`src/hw/sw_defines.svh`:
```
`ifndef SW_DEFINES_SVH
`define SW_DEFINES_SVH

// switch dimensions
`define SW_NUM_PORTS 4
`define SW_NUM_BANKS 4

// word width on the write side and in the banks
`define SW_DATA_W 16

// 64 words per bank
`define SW_BANK_AW 6

// index widths
`define SW_BANK_IW 2
`define SW_PORT_IW 2

// four priority classes
`define SW_PRIO_W 2

`endif

```
`src/hw/sw_pkg.sv`:
```
`include "sw_defines.svh"

package sw_pkg;

    typedef logic [`SW_DATA_W-1:0] data_t;

    // buffer address, bank in the upper bits
    typedef struct packed {
        logic [`SW_BANK_IW-1:0] bank;
        logic [`SW_BANK_AW-1:0] offset;
    } addr_t;

    // header carried in the sop word
    typedef struct packed {
        logic [`SW_PORT_IW-1:0]                          dest;
        logic [`SW_PRIO_W-1:0]                           prio;
        logic [`SW_DATA_W-`SW_PORT_IW-`SW_PRIO_W-1:0]    rsvd;
    } pkt_hdr_t;

    // sop word seen as header or as a plain data word
    typedef union packed {
        pkt_hdr_t hdr;
        data_t    raw;
    } hdr_word_u;

    typedef struct packed {
        logic  vld;
        logic  eop;
        data_t data;
    } wr_beat_t;

    typedef struct packed {
        logic                   vld;
        logic [`SW_PORT_IW-1:0] dest;
        logic [`SW_PRIO_W-1:0]  prio;
    } hdr_evt_t;

    typedef struct packed {
        logic  vld;
        addr_t head;
        addr_t tail;
    } bank_done_t;

    typedef struct packed {
        logic [`SW_PORT_IW-1:0] port;
        logic [`SW_PORT_IW-1:0] dest;
        logic [`SW_PRIO_W-1:0]  prio;
        addr_t                  head;
        addr_t                  tail;
        logic                   linked;
        addr_t                  prev_tail;
    } join_rec_t;

endpackage

```
`src/hw/port_frontend.sv`:
```
`timescale 1ns/1ps
`include "sw_defines.svh"

module port_frontend (
    input  logic                clk,
    input  logic                rst_n,
    input  logic                wr_sop,
    input  logic                wr_eop,
    input  logic                wr_vld,
    input  sw_pkg::data_t       wr_data,
    output sw_pkg::hdr_evt_t    hdr,
    output sw_pkg::wr_beat_t    beat
);

    sw_pkg::hdr_word_u          word;
    logic                       hdr_vld;
    logic [`SW_PORT_IW-1:0]     hdr_dest;
    logic [`SW_PRIO_W-1:0]      hdr_prio;
    logic                       beat_vld;
    logic                       beat_eop;
    sw_pkg::data_t              beat_data;

    assign word.raw = wr_data;

    // valids are one-cycle pulses
    always_ff @(posedge clk) begin
        if (!rst_n) begin
            hdr_vld  <= 1'b0;
            beat_vld <= 1'b0;
        end else begin
            hdr_vld  <= wr_vld && wr_sop;
            beat_vld <= wr_vld && !wr_sop;
        end
    end

    always_ff @(posedge clk) begin
        // header word is consumed here and never stored
        if (wr_vld && wr_sop) begin
            hdr_dest <= word.hdr.dest;
            hdr_prio <= word.hdr.prio;
        end
        if (wr_vld && !wr_sop) begin
            beat_eop  <= wr_eop;
            beat_data <= word.raw;
        end
    end

    assign hdr.vld   = hdr_vld;
    assign hdr.dest  = hdr_dest;
    assign hdr.prio  = hdr_prio;

    assign beat.vld  = beat_vld;
    assign beat.eop  = beat_eop;
    assign beat.data = beat_data;

endmodule

```
`config.mk`:
```
export PLATFORM = sky130hd
export DESIGN_NAME = port_frontend
export DESIGN_NICKNAME = d
export VERILOG_FILES = /design/src/hw/sw_pkg.sv /design/src/hw/port_frontend.sv
export VERILOG_INCLUDE_DIRS = /design/src /design/src/hw
export SDC_FILE = /design/constraint.sdc
export NUM_CORES = 1
export LEC_CHECK = 0
export ABC_AREA = 1
export BUFFER_PORTS_ARGS = -buffer_cell sky130_fd_sc_hd__buf_2
export CORE_MARGIN = 8
export CORE_UTILIZATION = 35
export CTS_CLUSTER_SIZE = 12
export DETAILED_ROUTE_END_ITERATION = 12
export PLACE_DENSITY = 0.72
export SLEW_MARGIN = 30
export SYNTH_ARGS = -nofsm -noshare
export SYNTH_HDL_FRONTEND = slang
export SYNTH_SLANG_ARGS = --single-unit
```
`constraint.sdc`:
```
create_clock -name clk -period 1 [get_ports clk]
set_input_delay 0.2 -clock clk [delete_from_list [all_inputs] [get_ports clk]]
set_output_delay 0.2 -clock clk [all_outputs]
set_load 0.05 [all_outputs]
```
# --- Word-level counts from Yosys, hierarchy flattened ---
# Index checks and enable logic that the tools add are counted.
totals:
  ff_bits: 23
  inputBits: 21
  output_inout_bits: 23
  wordCells: 9
op_classes:
  reduce_logical: 3
op_table:
  columns: ["operator", "count"]
  rows:
  - ["$logic_and 1x1->1", 2]
  - ["$logic_not 1->1", 1]

# --- Logic depth before layout (Yosys ltp) ---
# Gate-level depths: netlist (run 1).
depth:
  ltp_word: 2
  mapped_depth: 3
  mapped_depth_nobuf: 3

# --- Worst setup path before layout (run 1) ---
# Ideal clock, no wire load.
synth_path:
  kind: "input to register"
  start: "input port wr_sop"
  end: "register beat_data[0] (enable)"
  setup_time_ps: 369
  t_arrival_ps: 649
  required_ps: 631
  setup_slack_ps: -18
  path_stages: 3
  n_path_buf: 0
  path_cell_list: "inv_1 nand2_1 inv_1"
synth_between:
  elab_chain_len: 2
synth_lines:
  columns: ["item", "line_no", "source"]
  rows:
  - ["start: declaration", "port_frontend.sv:7", "input logic wr_sop,"]
  - ["$logic_not 1->1", "port_frontend.sv:42", "if (wr_vld && !wr_sop) begin"]
  - ["$logic_and 1x1->1", "port_frontend.sv:42", null]
  - ["end signal: assignment", "port_frontend.sv:44", "beat_data <= word.raw;"]
  - ["end: declaration", "port_frontend.sv:21", "sw_pkg::data_t beat_data;"]
# Every way passes these cells.
# A chain may end at the register's enable or synchronous reset.

# --- Worst setup path after layout (run 1) ---
layout_path:
  start: "register hdr_dest[0]"
  end: "output port hdr[2] in the netlist's numbering"
layout_lines:
  columns: ["item", "line_no", "source"]
  rows:
  - ["start: declaration", "port_frontend.sv:17", "logic [`SW_PORT_IW-1:0] hdr_dest;"]
  - ["start signal: assignment", "port_frontend.sv:39", "hdr_dest <= word.hdr.dest;"]
  - ["end: declaration", "port_frontend.sv:11", "output sw_pkg::hdr_evt_t hdr,"]
# No word-level cell between the ends.

==> metrics, run 1 <==
design area=~1100 µm²; area grow syn2layout=57.6%; number of global-route vias before repair=roughly 450; crit path DAT=around 0.87 ns; Cell variety after synth=7; initial antenna violation count=0; fin worst setup slack=-0.0740 ns; CTS H-tree lvls=1; prevailing post-synth register cell=edfxtp_1; CP endpoint kind=output pin; min-delay src=wr_data[10]; final cycle utilization of the critical path=107%; final net count=about 100; Cell Rows=16; Synth Cell Area=~730 µm²; setup violators final=21; Slew Viols, Final=0; outcome=finished, violations left; Compound-Gate Fraction of Synth Area=0%; GRT Overall Usage=under 10%; hold buffer count at CTS=0; CTS Buf Count=3; maximum root-to-sink buffer count=2; Critical Path, Cell by Cell=buf_6; Startpoint Class=flop; Post-synth ARST share=0%; met1 Track Usage GR=~7.4%; CP Data Required Time=about 0.80 ns; Via-to-Cell Ratio=4.14; Pwr per Cell Area=1700 nW/µm²; Vias=around 440; f_max=931 MHz; synthesized netlist cell count=34; clk slew on worst S/H paths=roughly 0.11 ns; clock sinks=23; Post-synth top cells=edfxtp_1 (21), inv_1 (4), buf_4 (3); count leader, synth=edfxtp_1; Min Hold Slack=around 0.075 ns; die area=3790 µm²; Core Area=just under 2000 µm²; GRT busiest layer=met2; Clock Root Buffer=clkbuf_4; # Max-Cap Violations=0; Chip Height=61.5 µm; max incr delay on CP=a little over 0.4 ns; Synth Warn #=0; EDFF count, synth=21; violated checks=negative setup slack; Layout Cells excl Fill=106; simple-gate share of the synthesized area=approximately 2.4%; RSZ-0062 raised after global routing=yes; DR iter-0 viols=8; post-synthesis adder-cell area fraction=0%; flop and latch count out of synthesis=23; IO Count=44; Synth area leaders=edfxtp_1 (87%), dfxtp_1 (5.5%), buf_4 (3.1%); worst-path fanout max=1; Util after Layout=58.3%; number of buffers and inverters on the critical path=1; final worst path period need=approximately 1.1 ns; DRC Markers=0; placer congestion estimate=around 0.70; critical path class=reg2out; peak supply drop=0.767 mV; mux cell area share after synthesis=0%; Synth area leader=edfxtp_1; final hold violation count=0; Total Routed Length=about 1.7 mm; met2 GRT Util=around 16%; Leak Pwr=0.481 nW; Slowest-stage cell, CP=edfxtp_1; Mean Syn Cell Area=around 21 µm²; # diodes=0; CP delay by family, top=flip-flops; Initial Util=roughly 37%; ratio of cells with drive above 1 in the final layout=roughly 65%; Sum Neg Setup Slack=-1.23 ns; CTS tree=built; drt first pass iters=2; xor/xnor cell area share of the yosys netlist=0%; ANT nets after route=0; chip width=around 62 µm; Synth top area share=between 80 and 90%; first-pass GRT wire length=~2.2 mm; worst slew pin tran=approximately 0.34 ns; largest net degree at the start of global routing=18; Hold Path Class=in2reg; Seq/Total Area, Yosys=between 90% and 100%; DP Cell Count=102; max_slew headroom=77.4%; crit path from=hdr_dest[0]$_DFFE_PP_; met3 GRT Util=~2.1%; I/O Buffers=between 40 and 50; largest family of logic cells by synthesized area=buffers and inverters; total gr overflow=0; Area after DPL=between 900 and 1000 µm²; drt wl/cell=~16 µm; syn nets=between 50 and 60
## stage by stage
| step | setup slack (ns) | power, mW |
|---|---|---|
| 2_1_floorplan | 0.0670 | 1.40 |
| 3_3_place_gp | -0.0983 | 1.49 |
| 3_5_place_dp | -0.107 | 1.50 |
| 4_1_cts | -0.0991 | 1.96 |
| 5_1_grt | -0.120 | 2.01 |
| 6_report | -0.0740 | 1.95 |
## sequential cells by signal, summed over array words and instances (netlist names)
signal and cells:
hdr_dest 2, beat_eop 1, beat_vld 1, beat_data 16, hdr_vld 1, hdr_prio 2
## area by class of cell
type | instances | area (µm²)
clock buffers | 4 | 26.3
inverters | 4 | 18.8
repair buffers | 44 | 374
fillers | 164 | 818
multi-input cells | 4 | 17.5
flip-flops and latches | 23 | 673
well taps | 27 | 33.8
## per-layer routing
layer	part of all wire, %	vias to the layer above	wire [µm]
met1	34	206	567
met4	1.6	0	26
met3	9.3	2	154
li1	-	206	-
met5	0	-	0
met2	55	25	913
## cell families after synthesis
| logic type | Yosys count |
|---|---|
| DFF | 23 |
| buffers and inverters | 7 |
| and+or+nand+nor | 4 |
## placed cells by master (no fill, tap or decap)
cell type / n
nand2_1: 2
dfxtp_2: 2
buf_2: 20
inv_1: 3
clkinvlp_4: 1
nor2_2: 1
edfxtp_1: 21
nor2_1: 1
clkbuf_1: 1
buf_4: 1
buf_6: 21
buf_8: 2
clkbuf_4: 3
## power by group
part / internal (mW) / switching [mW] / total [mW]
Sequential: 1.12 / 0.0288 / 1.15
Combinational: 0.145 / 0.272 / 0.417
Clock: 0.155 / 0.230 / 0.385
Total: 1.42 / 0.532 / 1.95
## repair_timing
item | in CTS | in global routing
gates cloned | 0 | 0
buffers inserted | 0 | 0
pin swaps | 0 | 0
endpoints found under the setup margin | 23 | 23
gates resized for setup | 47 | 3
## path summary, 6_finish.rpt
path	to	slack [ns]	depth (start not counted)
setup / recovery	hdr[2]	-0.07	1
hold / removal	beat_data[10]$_DFFE_PP_	0.08	1
(Power assumes the default switching activity.)
==> run 2: changes to the inputs <==
- ABC_AREA: 1 -> 0
==> run 2 against run 1 <==
Compared with the run above: the run still ends with negative setup slack left; global-route usage increased by 1.4 points; final cell count fell by 2.8%; sequential share of layout area down 0.95 points; setup slack got worse by 0.037 ns; fmax shrank 3.3%; core utilization rose by 0.96 points; sequential power is essentially flat; first-iteration DRC count shrank 63%; power is 1.2% higher; sequential cell count did not move; synthesized area up 0.17%.
==> metrics, run 2 <==
fin worst setup slack=-0.111 ns (-0.0371 ns); Seq/Total Area, Yosys=92.3% (-0.16 points); # diodes=0 (unchanged); Synth Warn #=0 (unchanged); number of buffers and inverters on the critical path=1 (unchanged); ANT nets after route=0 (unchanged); number of global-route vias before repair=507 (+13%); Critical Path, Cell by Cell=buf_6; outcome=finished, violations left; max FFs per register=16 (unchanged); critical path class=reg2out; Slowest-stage cell, CP=edfxtp_1; Pint=1.42 mW (+0.29%); Via-to-Cell Ratio=4.24 (+2.4%); met2 GRT Util=16.1% (+0.44 points); GRT busiest layer=met2; Leak Pwr=0.486 nW (+1.1%); CP delay by family, top=flip-flops; min-delay src=wr_eop; initial antenna violation count=0 (unchanged); Cell Rows=16 (unchanged); CP Data Required Time=0.80 ns (about the same); Synth area leaders=edfxtp_1 (87%), dfxtp_1 (5.5%), buf_4 (3.1%); Synth area leader=edfxtp_1; Post-synth ARST share=0% (unchanged); first-pass GRT wire length=2.49 mm (+15%); RSZ-0062 raised after global routing=yes; crit path from=beat_data[10]$_DFFE_PP_; CTS tree=built; EDFF count, synth=21 (unchanged); final net count=98 (-3.0%); final cycle utilization of the critical path=111% (+3.7 points); Synth Cell Area=727 µm² (+0.17%); Cell variety after synth=7 (unchanged); Sw Ratio=27.9% (+0.65 points); Reg power frac=58.1% (-0.8 points); Total Routed Length=1.77 mm (+6.5%); syn nets=51 (-7.3%); Fillers=159 (-3.0%); number of setup buffers added after CTS=0 (unchanged); clock sinks=23 (unchanged); mux cell area share after synthesis=0% (unchanged); Chip Height=61.6 µm (about the same); met3 GRT Util=6.26% (+4.2 points); placer congestion estimate=0.647 (-7.6%); clk slew on worst S/H paths=0.12 ns (about the same); Mean Syn Cell Area=24.2 µm² (+14%); Core Area=1960 µm² (unchanged); violated checks=negative setup slack; CTS Buf Count=3 (unchanged); worst slew pin tran=0.116 ns (-0.222 ns); xor/xnor cell area share of the yosys netlist=0% (unchanged); # Max-Cap Violations=0 (unchanged); Power Total=1.97 mW (+1.2%); Vias=437 (-0.46%); Post-synth top cells=edfxtp_1 (21), buf_4 (3), dfxtp_1 (2); prevailing post-synth register cell=edfxtp_1; maximum root-to-sink buffer count=2 (unchanged); ratio of cells with drive above 1 in the final layout=72.4% (+7.8 points); Clock Power Share=20.3% (+0.5 points); Compound-Gate Fraction of Synth Area=0% (unchanged); Util after Layout=59.2% (+0.96 points); most frequent cells in the layout=edfxtp_1 (21), buf_6 (21), buf_2 (20), clkbuf_4 (3); GRT Overall Usage=9.81% (+1.4 points); final worst path period need=1.11 ns (+0.0371 ns); CTS resizes=50 (+6.4%); crit path DAT=0.91 ns (+0.04 ns); largest net degree at the start of global routing=14 (-4); Comb power frac=21.6% (+0.2 points); CTS H-tree lvls=1 (unchanged); worst-path fanout max=1 (unchanged); Synth top area share=86.7% (-0.15 points); post-synthesis adder-cell area fraction=0% (unchanged); IO Count=44 (unchanged); drt first pass iters=2 (unchanged); Startpoint Class=flop; Pwr per Cell Area=1700 nW/µm² (-0.44%); synthesized netlist cell count=30 (-12%); chip width=61.6 µm (about the same); flop and latch count out of synthesis=23 (unchanged); peak supply drop=1.22 mV (+59%); drt wl/cell=17.2 µm (+9.6%); max_slew headroom=92.3% (+15 points); biggest regs=beat_data (16), hdr_dest (2), hdr_prio (2); Initial Util=37.1% (+0.064 points); total gr overflow=0 (unchanged); CP endpoint kind=output pin; largest family of logic cells by synthesized area=simple AND/OR/NAND/NOR gates; count leader, synth=edfxtp_1; Slew Viols, Final=0 (unchanged); area grow syn2layout=59.9%; DR iter-0 viols=3 (-5); die area=3790 µm² (+0.13%); most flop-heavy register=beat_data; f_max=900 MHz (-3.3%); I/O Buffers=43 (unchanged); Hold Path Class=in2reg; max incr delay on CP=0.43 ns (+0.02 ns); setup violators final=21 (unchanged); DRC Markers=0 (unchanged); final hold violation count=0 (unchanged); hold buffer count at CTS=0 (unchanged); met1 Track Usage GR=9.29% (+1.9 points); simple-gate share of the synthesized area=4.65% (+2.2 points); switching pwr=551 µW (+3.6%); Clock Root Buffer=clkbuf_4; detailed placement HPWL=around 1.4 mm
[run 2: cell count changes in the layout (fill, tap and decap cells not counted), sizes merged]
| cell | previous run | this run |
|---|---|---|
| clkinvlp | 1 | 0 |
| and3b | 0 | 1 |
| and2b | 0 | 1 |
| and3 | 0 | 1 |
| inv | 3 | 0 |
| nor2 | 2 | 0 |
| clkinv | 0 | 1 |
| and2 | 0 | 1 |
| nand2 | 2 | 0 |
| clkbuf | 4 | 3 |
| buf | 44 | 45 |
[run 2: cells by family (layout without fill, tap and decap cells)]
group	Yosys count	in the layout
flops	23	23
simple gates	4	4
buf+inv	3	49
[run 2: power by group through the flow]
stage	Sequential [mW]	Clock (mW)	Combinational, mW
after floorplan	1.35	0	0.0476
after global placement	1.15	0	0.354
after detailed placement	1.15	0	0.355
after CTS	1.15	0.426	0.428
after global routing	1.15	0.452	0.443
final	1.15	0.400	0.427
[run 2: stage by stage]
step                hold slack (ns)  worst slack (ns)  cells  setup TNS, ns  area [µm²]
global placement              0.381            0.0188     99              0         981
global route                 0.0512            -0.162    103          -2.40        1160
finish                       0.0699            -0.111    103          -1.42        1160
detailed placement            0.381            0.0140     99              0         981
floorplan                     0.299            0.0891     30              0         727
CTS                          0.0560            -0.121    103          -1.80        1160
[run 2: path summary, 6_finish.rpt]
check,to,slack [ns],cells past startpoint
hold / removal,beat_eop$_DFFE_PP_,0.07,1
setup / recovery,beat[10],-0.11,1
[run 2: metal layers]
metal	vias up	share of wire (%)
met5	-	0
met4	0	1.5
met3	4	17
met2	41	44
met1	189	37
li1	203	-
[run 2: area by class of cell]
type	instances	area [µm²]	area share [%]
Timing Repair Buffer	45	394	33.9
Clock inverter	1	5.00	0.431
Tap cell	27	33.8	2.91
Clock buffer	3	22.5	1.94
Sequential cell	23	673	57.9
Multi-Input combinational cell	4	33.8	2.91
==> run 3: changes to the inputs <==
- CAP_MARGIN: default -> 20
- clock period: 1 -> 0.9 ns (I/O delays scaled with it)
==> run 3 against run 2 <==
Compared with the run above: the flow still finishes with violations (negative setup slack); routed wire length grew 4.9%; final cell count down 0.97%; via count grew 2.7%; largest power group unchanged; highest routed layer unchanged.
==> metrics, run 3 (synthesis gave the netlist of run 2 again) <==
IO Count=44 (unchanged); maximum root-to-sink buffer count=2 (unchanged); number of global-route vias before repair=508 (+0.20%); biggest regs=beat_data (16), hdr_dest (2), hdr_prio (2); # diodes=0 (unchanged); Layout Cells excl Fill=102 (-0.97%); Vias=449 (+2.7%); crit path DAT=0.90 ns (about the same); Total Routed Length=1.86 mm (+4.9%); CTS tree=built; final net count=97 (-1.0%); Fillers=159 (unchanged); area grow syn2layout=58.9%; max_slew headroom=92.4% (+0.11 points); final hold violation count=0 (unchanged); met2 GRT Util=17.4% (+1.3 points); Slew Viols, Final=0 (unchanged); Critical Path, Cell by Cell=buf_6; drt wl/cell=18.2 µm (+5.9%); Hold Path Class=in2reg; number of buffers and inverters on the critical path=1 (unchanged); Sum Neg Setup Slack=-3.34 ns (-1.92 ns); fin worst setup slack=-0.176 ns (-0.0654 ns); max incr delay on CP=0.42 ns (about the same); total gr overflow=0 (unchanged); placer congestion estimate=0.652 (+0.84%); Slowest-stage cell, CP=edfxtp_1; violated checks=negative setup slack; clock sinks=23 (unchanged); met3 GRT Util=6.89% (+0.63 points); worst slew pin tran=0.114 ns (-0.00167 ns); first-pass GRT wire length=2.50 mm (+0.28%); I/O Buffers=43 (unchanged); worst-path fanout max=1 (unchanged); hold buffer count at CTS=0 (unchanged); Util after Layout=58.9% (-0.38 points); CP delay by family, top=flip-flops; die area=3790 µm² (unchanged); chip width=61.6 µm (unchanged); CTS Buf Count=3 (unchanged); design area=1150 µm² (-0.65%); Power Total=2.19 mW (+11%); Core Area=1960 µm² (unchanged); RSZ-0062 raised after global routing=yes; min-delay src=wr_data[10]; DR iter-0 viols=3 (unchanged); clk slew on worst S/H paths=0.11 ns (about the same); Clock Root Buffer=clkbuf_4; f_max=just over 900 MHz; most flop-heavy register=beat_data; outcome=finished, violations left; Area after DPL=973 µm² (-0.77%); # Max-Cap Violations=0 (unchanged); pre-CTS WS=-0.0741 ns (-0.0881 ns); Initial Util=37.1% (unchanged); ANT nets after route=0 (unchanged); initial antenna violation count=0 (unchanged); ratio of cells with drive above 1 in the final layout=72.0% (-0.37 points); met1 Track Usage GR=8.46% (-0.84 points); Min Hold Slack=0.0488 ns (-0.0211 ns); Via-to-Cell Ratio=4.40 (+3.8%); critical path class=reg2out; Startpoint Class=flop; worst hold path depth=1 (unchanged); GRT Overall Usage=9.78% (-0.030 points); Chip Height=61.6 µm (unchanged); CP endpoint kind=output pin; drt first pass iters=4 (+2); max FFs per register=16 (unchanged); most frequent cells in the layout=edfxtp_1 (21), buf_6 (21), buf_2 (20), clkbuf_4 (3); final cycle utilization of the critical path=120%; DRC Markers=0 (unchanged); Leak Pwr=0.481 nW (-1.1%); critical path depth=1 (unchanged); DP Cell Count=98 (-1.0%); peak supply drop=1.18 mV (-3.2%); crit path from=beat_data[7]$_DFFE_PP_; CP Data Required Time=0.72 ns (-0.08 ns); Cell Rows=16 (unchanged); setup violators final=23 (+9.5%); largest net degree at the start of global routing=18 (+4); final worst path period need=between 1 and 1.5 ns; GRT busiest layer=met2; CTS H-tree lvls=1 (unchanged); Pwr per Cell Area=1900 nW/µm² (+12%)
==> run 3: changes by cell type in the layout (fill, tap and decap cells not counted), sizes merged <==
cell	delta
buf	-1
==> run 3: routing by layer <==
metal | up-vias | share of wire [%]
met5 | - | 0
met2 | 39 | 46
met1 | 207 | 34
met4 | 0 | 0.22
met3 | 2 | 19
li1 | 201 | -
==> run 3: what timing repair did <==
action / CTS / global route
endpoints found under the setup margin: 23 / 23
resized for setup: 50 / 0
pin swaps: 0 / 0
setup buffers: 0 / 0
==> run 3: area by class of cell <==
type | instances | area (µm²) | area share [%]
flip-flops and latches | 23 | 673 | 58.3
clock buffers | 3 | 22.5 | 1.95
multi-input cells | 4 | 33.8 | 2.93
well taps | 27 | 33.8 | 2.93
clock inverters | 1 | 5.00 | 0.433
repair buffers | 44 | 387 | 33.5
==> run 3: path summary, 6_finish.rpt <==
path	endpoint	slack, ns
worst max-delay path	beat[7]	-0.18
worst min-delay path	beat_data[10]$_DFFE_PP_	0.05
==> run 3: report_power, final <==
part / switching, mW / internal [mW] / leakage (nW)
clock: 0.279 / 0.165 / 0.0177
combinational: 0.303 / 0.170 / 0.249
sequential: 0.0340 / 1.24 / 0.214
total: 0.616 / 1.58 / 0.481
